**src/code_lock_settings.svh**
```systemverilog
`ifndef CODE_LOCK_SETTINGS_SVH
`define CODE_LOCK_SETTINGS_SVH

////////////////////////////////////////////////////////////////////////////
// Debounce and code
////////////////////////////////////////////////////////////////////////////

`define CODE_LOCK_DEBOUNCE_CYCLES 4   // Short for simulation, raise on board

`define CODE_LOCK_STEPS 4             // Code length in presses

`define CODE_LOCK_DIGIT0 4'h2         // Step 0, button 3
`define CODE_LOCK_DIGIT1 4'h8         // Step 1, button 2
`define CODE_LOCK_DIGIT2 4'h9         // Step 2, button 1
`define CODE_LOCK_DIGIT3 4'h5         // Step 3, button 0

////////////////////////////////////////////////////////////////////////////
// Board widths
////////////////////////////////////////////////////////////////////////////

`define CODE_LOCK_LED_W 8

`endif

```
**src/code_lock_pkg.sv**
```systemverilog
`include "code_lock_settings.svh"

package code_lock_pkg;

  // Wide enough to hold 0 up to the full code length
  localparam int PROGRESS_W = $clog2(`CODE_LOCK_STEPS + 1);

  typedef enum logic [1:0] {
    ST_LOCKED,
    ST_OPEN,
    ST_VIEW
  } lock_state_e;

  // Display opcode
  typedef enum logic [1:0] {
    GLYPH_HEX,   // Nibble as hex digit
    GLYPH_L,
    GLYPH_P,
    GLYPH_BLANK
  } glyph_e;

  // One-cycle press strobe from the debouncer
  typedef struct packed {
    logic       valid;
    logic [1:0] idx;   // Button number
  } btn_event_t;

  // Display request, held until the next press
  typedef struct packed {
    glyph_e                  glyph;
    logic [1:0]              digit;
    logic [3:0]              value;
    logic [PROGRESS_W-1:0]   progress;
  } disp_req_t;

endpackage

```
**src/button_debouncer.sv**
```systemverilog
`timescale 1ns/1ps
`include "code_lock_settings.svh"

module button_debouncer (
  input  logic                      clk,
  input  logic                      rst,
  input  logic [3:0]                btn,
  output code_lock_pkg::btn_event_t press
);

  localparam int CNT_W = $clog2(`CODE_LOCK_DEBOUNCE_CYCLES + 1);

  logic [3:0]       btn_q;     // Last sampled pattern
  logic [CNT_W-1:0] cnt;
  logic             armed;     // Set once all buttons are up
  logic             same;
  logic             one_hot;
  logic             fire;
  logic [1:0]       idx;

  assign same    = (btn == btn_q);
  assign one_hot = (btn != 4'b0000) && ((btn & (btn - 4'd1)) == 4'b0000);

  // Count reaches the limit on this cycle
  assign fire = same && one_hot && armed &&
                (cnt == CNT_W'(`CODE_LOCK_DEBOUNCE_CYCLES - 1));

  always_comb begin
    case (btn_q)
      4'b0010: idx = 2'd1;
      4'b0100: idx = 2'd2;
      4'b1000: idx = 2'd3;
      default: idx = 2'd0;
    endcase
  end

  always_ff @(posedge clk or negedge rst) begin
    if (!rst) begin
      btn_q <= 4'b0000;
      cnt   <= '0;
      armed <= 1'b1;
      press <= '0;
    end else begin
      btn_q <= btn;
      if (!(same && one_hot)) begin
        cnt <= '0;                                  // Restart on any change
      end else if (cnt != CNT_W'(`CODE_LOCK_DEBOUNCE_CYCLES)) begin
        cnt <= cnt + 1'b1;                          // Saturate at the limit
      end

      if (btn == 4'b0000) begin
        armed <= 1'b1;
      end else if (fire) begin
        armed <= 1'b0;                              // Held button fires once
      end

      press.valid <= fire;
      press.idx   <= idx;
    end
  end

  strobe_one_cycle: assert property (@(posedge clk) disable iff (!rst)
    press.valid |=> !press.valid);

endmodule

```
**src/code_lock_top.sv**
```systemverilog
`timescale 1ns/1ps
`include "code_lock_settings.svh"

module code_lock_top (
  input  logic                         clk,
  input  logic                         rst,
  input  logic [3:0]                   btn,
  input  logic [3:0]                   switches,
  input  logic                         dip,
  output logic [`CODE_LOCK_LED_W-1:0]  led,
  output logic [6:0]                   cathodes,
  output logic [3:0]                   anode
);

  code_lock_pkg::btn_event_t press;   // Debounced strobe
  code_lock_pkg::disp_req_t  req;     // Held display request

  button_debouncer debouncer_i (
    .clk   (clk),
    .rst   (rst),
    .btn   (btn),
    .press (press)
  );

  lock_fsm fsm_i (
    .clk      (clk),
    .rst      (rst),
    .press    (press),
    .switches (switches),
    .dip      (dip),
    .req      (req)
  );

  segment_driver display_i (
    .clk      (clk),
    .rst      (rst),
    .req      (req),
    .cathodes (cathodes),
    .anode    (anode),
    .led      (led)
  );

endmodule

```
**src/lock_fsm.sv**
```systemverilog
`timescale 1ns/1ps
`include "code_lock_settings.svh"

module lock_fsm (
  input  logic                      clk,
  input  logic                      rst,
  input  code_lock_pkg::btn_event_t press,
  input  logic [3:0]                switches,
  input  logic                      dip,
  output code_lock_pkg::disp_req_t  req
);

  localparam int PW   = code_lock_pkg::PROGRESS_W;
  localparam int LAST = `CODE_LOCK_STEPS - 1;

  code_lock_pkg::lock_state_e state, state_d;
  code_lock_pkg::disp_req_t   req_d;
  logic [PW-1:0]              progress, progress_d;
  logic [3:0]                 exp_nibble;
  logic [1:0]                 exp_btn;
  logic                       step_ok;

  // Entry runs from button 3 down to button 0
  assign exp_btn = 2'(LAST) - progress[1:0];

  always_comb begin
    case (progress)
      PW'(0):  exp_nibble = `CODE_LOCK_DIGIT0;
      PW'(1):  exp_nibble = `CODE_LOCK_DIGIT1;
      PW'(2):  exp_nibble = `CODE_LOCK_DIGIT2;
      PW'(3):  exp_nibble = `CODE_LOCK_DIGIT3;
      default: exp_nibble = 4'h0;
    endcase
  end

  assign step_ok = (press.idx == exp_btn) && (switches == exp_nibble);

  ////////////////////////////////////////////////////////////////////////////
  // Next state, evaluated only on a press
  ////////////////////////////////////////////////////////////////////////////

  always_comb begin
    state_d    = state;
    progress_d = progress;
    req_d      = req;
    if (press.valid) begin
      case (state)
        code_lock_pkg::ST_LOCKED: begin
          if (dip) begin
            if (step_ok && progress == PW'(LAST)) begin
              state_d    = code_lock_pkg::ST_OPEN;
              progress_d = PW'(`CODE_LOCK_STEPS);
            end else if (step_ok) begin
              progress_d = progress + 1'b1;
            end else begin
              progress_d = '0;                      // Wrong button or nibble
            end
          end
        end
        code_lock_pkg::ST_OPEN,
        code_lock_pkg::ST_VIEW: begin
          if (dip) begin
            state_d    = code_lock_pkg::ST_LOCKED;   // Relock
            progress_d = '0;
          end else begin
            state_d = code_lock_pkg::ST_VIEW;
          end
        end
        default: begin
          state_d    = code_lock_pkg::ST_LOCKED;
          progress_d = '0;
        end
      endcase

      req_d.progress = progress_d;
      case (state_d)
        code_lock_pkg::ST_VIEW: begin
          req_d.glyph = code_lock_pkg::GLYPH_HEX;
          req_d.digit = press.idx;
          req_d.value = switches;                  // Captured, not tracked
        end
        code_lock_pkg::ST_OPEN: begin
          req_d.glyph = code_lock_pkg::GLYPH_P;
          req_d.digit = 2'd0;
          req_d.value = 4'h0;
        end
        default: begin
          req_d.glyph = code_lock_pkg::GLYPH_L;
          req_d.digit = 2'd0;
          req_d.value = 4'h0;
        end
      endcase
    end
  end

  always_ff @(posedge clk or negedge rst) begin
    if (!rst) begin
      state        <= code_lock_pkg::ST_LOCKED;
      progress     <= '0;
      req.glyph    <= code_lock_pkg::GLYPH_L;
      req.digit    <= 2'd0;
      req.value    <= 4'h0;
      req.progress <= '0;
    end else begin
      state    <= state_d;
      progress <= progress_d;
      req      <= req_d;
    end
  end

  progress_bound: assert property (@(posedge clk) disable iff (!rst)
    progress <= PW'(`CODE_LOCK_STEPS));

endmodule

```
**src/segment_driver.sv**
```systemverilog
`timescale 1ns/1ps
`include "code_lock_settings.svh"

module segment_driver (
  input  logic                         clk,
  input  logic                         rst,
  input  code_lock_pkg::disp_req_t     req,
  output logic [6:0]                   cathodes,
  output logic [3:0]                   anode,
  output logic [`CODE_LOCK_LED_W-1:0]  led
);

  localparam int LED_W = `CODE_LOCK_LED_W;

  // Active low, bit order g..a
  localparam logic [6:0] SEG_L     = 7'b1000111;
  localparam logic [6:0] SEG_P     = 7'b0001100;
  localparam logic [6:0] SEG_BLANK = 7'b1111111;

  logic [6:0]       hex_seg;
  logic [6:0]       seg_d;
  logic [3:0]       an_d;
  logic [LED_W-1:0] led_d;

  always_comb begin
    case (req.value)
      4'h0: hex_seg = 7'b1000000;
      4'h1: hex_seg = 7'b1111001;
      4'h2: hex_seg = 7'b0100100;
      4'h3: hex_seg = 7'b0110000;
      4'h4: hex_seg = 7'b0011001;
      4'h5: hex_seg = 7'b0010010;
      4'h6: hex_seg = 7'b0000010;
      4'h7: hex_seg = 7'b1111000;
      4'h8: hex_seg = 7'b0000000;
      4'h9: hex_seg = 7'b0010000;
      4'hA: hex_seg = 7'b0001000;
      4'hB: hex_seg = 7'b0000011;   // Lower case b
      4'hC: hex_seg = 7'b1000110;
      4'hD: hex_seg = 7'b0100001;   // Lower case d
      4'hE: hex_seg = 7'b0000110;
      default: hex_seg = 7'b0001110;
    endcase
  end

  ////////////////////////////////////////////////////////////////////////////
  // Glyph select and LED bar
  ////////////////////////////////////////////////////////////////////////////

  always_comb begin
    an_d = ~(4'b0001 << req.digit);                 // One digit lit
    case (req.glyph)
      code_lock_pkg::GLYPH_HEX: begin
        seg_d = hex_seg;
        led_d = '0;
      end
      code_lock_pkg::GLYPH_L: begin
        seg_d = SEG_L;
        led_d = (LED_W'(1) << req.progress) - LED_W'(1);   // Thermometer
      end
      code_lock_pkg::GLYPH_P: begin
        seg_d = SEG_P;
        led_d = '1;
      end
      default: begin
        seg_d = SEG_BLANK;
        led_d = '0;
      end
    endcase
  end

  always_ff @(posedge clk or negedge rst) begin
    if (!rst) begin
      cathodes <= SEG_L;
      anode    <= 4'b1110;
      led      <= '0;
    end else begin
      cathodes <= seg_d;
      anode    <= an_d;
      led      <= led_d;
    end
  end

  single_digit: assert property (@(posedge clk) disable iff (!rst)
    $onehot0(~anode));

endmodule

```
**config.mk**
```make
export PLATFORM = sky130hd
export DESIGN_NAME = code_lock_top
export DESIGN_NICKNAME = d
export VERILOG_FILES = /design/src/code_lock_pkg.sv /design/src/button_debouncer.sv /design/src/code_lock_top.sv /design/src/lock_fsm.sv /design/src/segment_driver.sv
export VERILOG_INCLUDE_DIRS = /design/src /design/src/src
export SDC_FILE = /design/constraint.sdc
export NUM_CORES = 1
export LEC_CHECK = 0
export BUFFER_PORTS_ARGS = -buffer_cell sky130_fd_sc_hd__buf_2
export CAP_MARGIN = 10
export CORE_ASPECT_RATIO = 0.5
export CORE_MARGIN = 5
export CORE_UTILIZATION = 48
export CTS_CLUSTER_SIZE = 25
export DETAILED_ROUTE_END_ITERATION = 16
export PLACE_DENSITY = 0.68
export SYNTH_ARGS = -nofsm -noshare
export SYNTH_HDL_FRONTEND = slang
export SYNTH_SLANG_ARGS = --single-unit
```
**constraint.sdc**
```tcl
create_clock -name clk -period 2.7 [get_ports clk]
set_input_delay 0.27 -clock clk [delete_from_list [all_inputs] [get_ports clk]]
set_output_delay 0.27 -clock clk [all_outputs]
set_load 0.01 [all_outputs]
```
==> results of run 1 <==
kinds of logic (layout without fill, tap and decap cells):
family | count (synthesis) | count (layout)
compound gates | 57 | 57
fa+ha+maj | 22 | 22
buf+inv | 32 | 61
flops | 43 | 43
simple gates | 63 | 63
mux | 4 | 4
xor+xnor | 11 | 11
per-layer routing:
metal  up-vias  wire length (um)  share of wire
li1        841                 -              -
met1       752              1990           0.50
met2        33              1780           0.44
met3         5               206          0.052
met4         0                32         0.0080
met5         -                 0              0
cell usage after synthesis, types with 2 or more instances:
cell type | number | area [um^2]
clkbuf_1 | 3 | 11.3
mux2i_1 | 2 | 20.0
ha_1 | 22 | 275
buf_2 | 3 | 15.0
a21oi_1 | 10 | 50.1
a22oi_1 | 2 | 15.0
a31oi_1 | 3 | 18.8
o21ai_0 | 21 | 105
nand2b_1 | 2 | 12.5
nor3_1 | 6 | 30.0
xnor2_1 | 8 | 70.1
buf_6 | 2 | 22.5
nand3_1 | 9 | 45.0
nor2b_1 | 5 | 31.3
nand2_1 | 23 | 86.3
dfstp_2 | 9 | 236
a211o_1 | 2 | 17.5
o21a_1 | 8 | 60.1
xor2_1 | 3 | 26.3
o21ai_1 | 2 | 10.0
o31ai_1 | 2 | 15.0
dfrtp_1 | 34 | 851
nor2_1 | 12 | 45.0
inv_1 | 23 | 86.3
final timing paths:
kind	startpoint	to	slack, ps	cells past startpoint
worst max-delay path	fsm_i.req[2]$_DFFE_PN0P_	fsm_i.req[8]$_DFFE_PN0P_	250	9
worst min-delay path	rst	debouncer_i.btn_q[3]$_DFF_PN0_	110	1
worst max register to register	fsm_i.req[2]$_DFFE_PN0P_	fsm_i.req[8]$_DFFE_PN0P_	250	9
worst min register to register	fsm_i.req[8]$_DFFE_PN0P_	display_i.anode[3]$_DFF_PN1_	420	1
max in group asynchronous	rst	display_i.led[2]$_DFF_PN0_	2020	1
min in group clk	btn[2]	debouncer_i.btn_q[2]$_DFF_PN0_	140	1
per-stage QoR:
step	hold WS, ps	area [um^2]	setup WS [ps]	instances
6_report	109	2600	248	327
5_1_grt	138	2600	13.8	327
4_1_cts	127	2600	234	327
3_5_place_dp	409	2510	249	319
3_3_place_gp	426	2510	365	319
2_1_floorplan	-25.6	2330	438	232
sequential cells by signal, summed over array words and instances, names as in the netlist:
register / flops
debouncer_i.armed: 1
debouncer_i.btn_q: 4
debouncer_i.cnt: 3
debouncer_i.press: 3
display_i.anode: 4
display_i.cathodes: 7
display_i.led: 8
fsm_i.req: 11
fsm_i.state: 2
layout make-up:
cell class / count / area [um^2] / share of cell area
Inverter: 23 / 86.3 / 0.0332
Sequential cell: 43 / 1090 / 0.418
Clock inverter: 1 / 5.00 / 0.00192
Multi-Input combinational cell: 157 / 1100 / 0.423
Tap cell: 66 / 82.6 / 0.0317
Timing Repair Buffer: 30 / 153 / 0.0587
Clock buffer: 7 / 86.3 / 0.0332
report_power, final:
part	internal (W)	total, W	switching [W]	leakage, nW
Combinational	0.0000415	0.000103	0.0000616	0.643
Sequential	0.000666	0.000678	0.0000123	0.501
Clock	0.000206	0.000413	0.000207	0.0482
==> summary.md, run 1 <==
| Metric | Value |
|---|---|
| Die Height | `around 59 um` |
| Measured slew at the worst slew-check pin | `roughly 920 ps` |
| CTS resizes | `0` |
| Setup Skew | `4.36 ps` |
| RSZ-0062 raised after global routing | `no` |
| Worst-path maximum fanout | `11` |
| Pin count of the biggest net entering global routing | `44` |
| Pwr dens | `about 460 nW/um^2` |
| Total core area | `4530 um^2` |
| Leading cell types in the layout, fill and taps excluded | `34 x dfrtp_1, 29 x buf_2, 23 x inv_1, 23 x nand2_1, 22 x ha_1` |
| Post-synthesis sequential area ratio | `0.467` |
| Worst Path Required | `around 2900 ps` |
| Routing usage on met3 | `0.0403` |
| Clock Sinks | `between 40 and 50` |
| Layout area overhead | `11.8%` |
| Max Slew Vio Count | `0` |
| Critical path data arrival time | `approximately 2600 ps` |
| Post-synthesis simple-gate area fraction | `0.138` |
| VDD IR max | `0.000220 V` |
| DIE AREA | `6430 um^2` |
| Met1 usage | `0.174` |
| Diodes inserted | `0` |
| Pre-Repair DR Iteration Count | `4` |
| Synth async-reset ratio | `1.00` |
| Initial antenna violation count | `0` |
| CP max stage delay | `between 500 and 600 ps` |
| Yosys warning count | `0` |
| Rel. slew slack | `0.389` |
| EDFF count, synth | `0` |
| WL per Instance | `around 12 um` |
| Clock Latency Late Sink | `290 ps` |
| Met2 Use GR | `0.229` |
| Vias post-DR | `~1,600` |
| Die W | `around 110 um` |
| Total track usage | `0.138` |
| Fmax achieved | `between 400 and 500 MHz` |
| Crit start category | `flip-flop` |
| Cts bufs inserted | `5` |
| CP dominant cell by count | `ha_1` |
| CP cell instances | `inv_1, ha_1, xor2_1, nor4_4, and4_4, o21ai_1, ha_1, nand3_1, o21ai_0` |
| Hold Path Class | `in2async` |
| # rows | `17` |
| Iter 0 DRT Violations | `70` |
| Drt drc | `0` |
| Type of the worst setup path | `reg2reg` |
| CP endpoint kind | `flip-flop` |
| Mapped Area | `approximately 2300 um^2` |
| ANT nets after route | `0` |
| Pleak | `about 1.2 nW` |
| TNS Setup | `0 ps` |
| Vias in the first global route | `1,536` |
| Final setup viols | `0` |
| Bufs and invs on worst path | `1` |
| Synthesized area per cell | `roughly 10 um^2` |
| Crit path time final | `~2500 ps` |
| Clock transition at the registers of the reported paths | `approximately 80 ps` |
| Adder-cell share of the synthesized area | `0.118` |
| Boundary Pins | `30` |
| Max_cap viols | `0` |
| Detail Placement HPWL | `2940 um` |
| Hold buffers post-CTS | `0` |
| Port Buf Inserts | `29` |
| Via density | `4.99` |
| Fillers | `~400` |
| Layout cells sized above 1 | `0.203` |
| Total chip power | `around 0.0012 W` |
| Post-synthesis xor/xnor area fraction | `0.0414` |
| Compound-cell area share of the yosys netlist | `0.153` |
| Post-Route WL | `roughly 4000 um` |
| CP max stage cell | `dfrtp_1` |
| Final worst path period share | `0.908` |
| Final Util | `0.574` |
| CP delay by family, top | `simple AND/OR/NAND/NOR gates` |
| Status | `complete, no violations` |
| Synthesized flop and latch total | `43` |
| Most common cell after layout, fill and taps aside | `dfrtp_1` |
| Nets | `between 200 and 300` |
| Post-CTS setup buffers | `0` |
| Fin. Hold Viols | `0` |
| Root Buffer | `clkbuf_8` |
| Starting Density | `0.514` |
| Clock tree buffer depth | `2` |
| Gr busiest metal | `met2` |
| Mux share of post-synthesis cell area | `0.0231` |
| Grt total ovfl | `0` |
| Post-Synthesis Net Count | `265` |
| Final GP Congestion | `between 0.8 and 0.9` |
| Cells after synthesis | `232` |
| First-pass GRT wire length | `~7000 um` |
| CTS tree | `yes` |
| Main synth FF type | `dfrtp_1` |
| Yosys cell types | `40` |
| Largest family of logic cells by synthesized area | `compound AO/OA/AOI/OAI gates` |
| # H-tree levels | `2` |
Note: power is estimated with default switching activity, not from simulation.
==> run 2: changes to the inputs <==
Settings changed: SYNTH_HIERARCHICAL from default to 1.
==> summary.md, run 2 <==
| Metric | Value |
|---|---|
| Worst R2R Path Depth | `10 (was 9)` |
| Total track usage | `0.145 (was 0.138)` |
| Clock tree buffer depth | `2 (unchanged)` |
| Starting Density | `0.511 (was 0.514)` |
| Port Buf Inserts | `29 (unchanged)` |
| Vias post-DR | `1,575 (was 1,631)` |
| Most common cell after layout, fill and taps aside | `dfrtp_1 (unchanged)` |
| Mapped Area | `2310 um^2 (was 2330 um^2)` |
| Main area contributors after synthesis | `dfrtp_1 37%, ha_1 12%, dfstp_2 10%, nand2_1 2.9%, inv_1 2.4% (was dfrtp_1 37%, ha_1 12%, dfstp_2 10%, o21ai_0 4.5%, inv_1 3.7%)` |
| Leading cell types in the layout, fill and taps excluded | `32 x dfrtp_1, 29 x buf_2, 22 x ha_1 (was 34 x dfrtp_1, 29 x buf_2, 23 x inv_1, 23 x nand2_1, 22 x ha_1)` |
| Max_cap viols | `0 (unchanged)` |
| Measured slew at the worst slew-check pin | `916 ps (about the same)` |
| Drt drc | `0 (unchanged)` |
| Biggest regs | `display_i/led x8, fsm_i/req x8, display_i/cathodes x7 (was fsm_i.req x11, display_i.led x8, display_i.cathodes x7)` |
| Root Buffer | `clkbuf_8 (unchanged)` |
| Boundary Pins | `30 (unchanged)` |
| WL per Instance | `13.2 um (was 12.2 um)` |
| DIE AREA | `6370 um^2 (was 6430 um^2)` |
| EDFF count, synth | `0 (unchanged)` |
| Cell taking the most area after synthesis | `dfrtp_1 (unchanged)` |
| Layout area overhead | `12.9% (was 11.8%)` |
| Post-synthesis sequential area ratio | `0.472 (was 0.467)` |
| Diodes inserted | `0 (unchanged)` |
| Clock Latency Late Sink | `290 ps (about the same)` |
| Pre-Repair DR Iteration Count | `4 (unchanged)` |
| Die Height | `59.0 um (was 59.2 um)` |
| Clock power frac | `0.354 (was 0.346)` |
| Worst-path maximum fanout | `8 (was 11)` |
| Critical path data arrival time | `2670 ps (was 2600 ps)` |
| Status | `complete, no violations (unchanged)` |
| Clock transition at the registers of the reported paths | `80 ps (about the same)` |
| Layout cells sized above 1 | `0.242 (was 0.203)` |
| Nets | `276 (was 293)` |
| Synth cell count leaders | `34 x dfrtp_1, 22 x ha_1, 18 x nand2_1, 15 x inv_1, 11 x a21oi_1 (was 34 x dfrtp_1, 23 x inv_1, 23 x nand2_1, 22 x ha_1, 21 x o21ai_0)` |
| Power share of the combinational group | `0.045 (was 0.086)` |
| Vias in the first global route | `1,581 (was 1,536)` |
| Cells after synthesis | `210 (was 232)` |
| Post-synth top area share | `0.369 (was 0.366)` |
| Net Switching | `0.000242 W (was 0.000281 W)` |
| Setup Skew | `10.3 ps (was 4.36 ps)` |
| Max Slew Vio Count | `0 (unchanged)` |
| Pwr dens | `420 nW/um^2 (was 459 nW/um^2)` |
| VDD IR max | `0.000214 V (was 0.000220 V)` |
| TNS Setup | `0 ps (unchanged)` |
| Fmax achieved | `406 MHz (was 408 MHz)` |
| Grt total ovfl | `0 (unchanged)` |
| Post-Synthesis Net Count | `243 (was 265)` |
| Type of the worst setup path | `reg2reg (unchanged)` |
| Post-Route WL | `4100 um (was 4000 um)` |
| Fin. Hold Viols | `0 (unchanged)` |
| Via density | `5.08 (was 4.99)` |
| Total core area | `4510 um^2 (was 4530 um^2)` |
| Initial antenna violation count | `0 (unchanged)` |
| Rel. slew slack | `0.389 (about the same)` |
| Post-CTS setup buffers | `0 (unchanged)` |
| Pin count of the biggest net entering global routing | `44 (unchanged)` |
| Worst Path Required | `2910 ps (was 2850 ps)` |
| Main synth FF type | `dfrtp_1 (unchanged)` |
| # H-tree levels | `2 (unchanged)` |
| Crit start category | `flip-flop (unchanged)` |
| Iter 0 DRT Violations | `63 (was 70)` |
| RSZ-0062 raised after global routing | `no (unchanged)` |
| Count leader, synth | `dfrtp_1 (unchanged)` |
| Detail Placement HPWL | `3060 um (was 2940 um)` |
| Synthesized flop and latch total | `43 (unchanged)` |
| CTS tree | `yes (unchanged)` |
| Final GP Congestion | `0.843 (was 0.837)` |
| Die W | `108 um (about the same)` |
| Sequential share of power | `0.601 (was 0.568)` |
| First-pass GRT wire length | `7160 um (was 6970 um)` |
| Clock Sinks | `43 (unchanged)` |
| Yosys warning count | `6 (was 0)` |
| Synth async-reset ratio | `1.00 (unchanged)` |
| Total chip power | `0.00109 W (was 0.00119 W)` |
| # rows | `17 (unchanged)` |
| ANT nets after route | `0 (unchanged)` |
| Sw Share | `0.221 (was 0.235)` |
| Yosys cell types | `50 (was 40)` |
| Synthesized area per cell | `11.0 um^2 (was 10.0 um^2)` |
| Crit path time final | `2460 ps (was 2450 ps)` |
| Internal Power | `0.000852 W (was 0.000914 W)` |
| Pleak | `1.23 nW (was 1.19 nW)` |
| Final setup viols | `0 (unchanged)` |
| Final worst path period share | `0.913 (was 0.908)` |
| Cts bufs inserted | `5 (unchanged)` |
| CP endpoint kind | `flip-flop (unchanged)` |
| Hold Path Class | `in2async (unchanged)` |
-- run 2: changes by cell type in the layout (fill, tap and decap cells not counted), sizes merged, moves of 5 or more --
cell	before	now
nor2	12	7
o21a	8	1
nand2b	2	9
mux2	1	6
o21ai	23	9
o2bb2ai	0	6
inv	23	16
nand2	23	18
-- run 2: power by group through the flow --
stage	Sequential, W	Clock [W]	Combinational (W)
6_report	0.000657	0.000387	0.0000494
5_1_grt	0.000658	0.000429	0.0000574
4_1_cts	0.000657	0.000401	0.0000512
3_5_place_dp	0.000669	0	0.0000513
3_3_place_gp	0.000669	0	0.0000496
2_1_floorplan	0.000667	0	0.0000214
-- run 2: area by class of cell --
class,instances,area [um^2]
fillers,404,1910
multi-input cells,148,1140
inverters,16,60.1
flip-flops and latches,43,1090
repair buffers,29,145
clock buffers,8,80.1
well taps,66,82.6
-- run 2: final timing paths --
check / startpoint / end / slack [ps]
max: fsm_i/progress[0]$_DFFE_PN0P_ / fsm_i/req[6]$_DFFE_PN0P_ / 240
min: rst / debouncer_i/cnt[2]$_DFFE_PN0P_ / 110
max reg2reg: fsm_i/progress[0]$_DFFE_PN0P_ / fsm_i/req[6]$_DFFE_PN0P_ / 240
min reg2reg: fsm_i/req[7]$_DFFE_PN0P_ / display_i/anode[3]$_DFF_PN1_ / 470
max in group asynchronous: rst / fsm_i/progress[1]$_DFFE_PN0P_ / 1960
min in group clk: btn[3] / debouncer_i/btn_q[3]$_DFF_PN0_ / 160
-- run 2: repair_timing --
action | in CTS | in global routing
hold buffers | 0 | 0
gates resized for setup | 0 | 2
endpoints found under the setup margin | 0 | 1
-- run 2: cell families after synthesis --
kind of cell / synth area share
compound gates: 0.148
xor+xnor: 0.0336
fa+ha+maj: 0.119
buf+inv: 0.0320
flops: 0.472
mux: 0.0450
simple gates: 0.151
-- run 2: routing by layer --
metal	wire, um	global-route usage
met5	0	0
met4	40	0.0504
met3	245	0.0413
met2	1830	0.233
met1	1990	0.189
-- run 2: metrics by stage --
step            util  area, um^2  std cells  worst slack, ps  hold slack [ps]
5_1_grt        0.577        2600        310             37.6              141
3_3_place_gp   0.559        2520        302              314              442
3_5_place_dp   0.559        2520        302              230              446
6_report       0.577        2600        310              235              110
2_1_floorplan      -        2310        210              478            -25.6
4_1_cts        0.577        2600        310              198              140
-- run 2: critical path, cell delays in order, from the launching register on --
cell and delay [ps]:
dfrtp_2 470, ha_1 220, ha_1 240, nor2b_1 130, a21oi_1 50, o211ai_2 260
nor2_2 100, a211oi_1 190, ha_1 270, nand2b_1 240, o2bb2ai_1 190
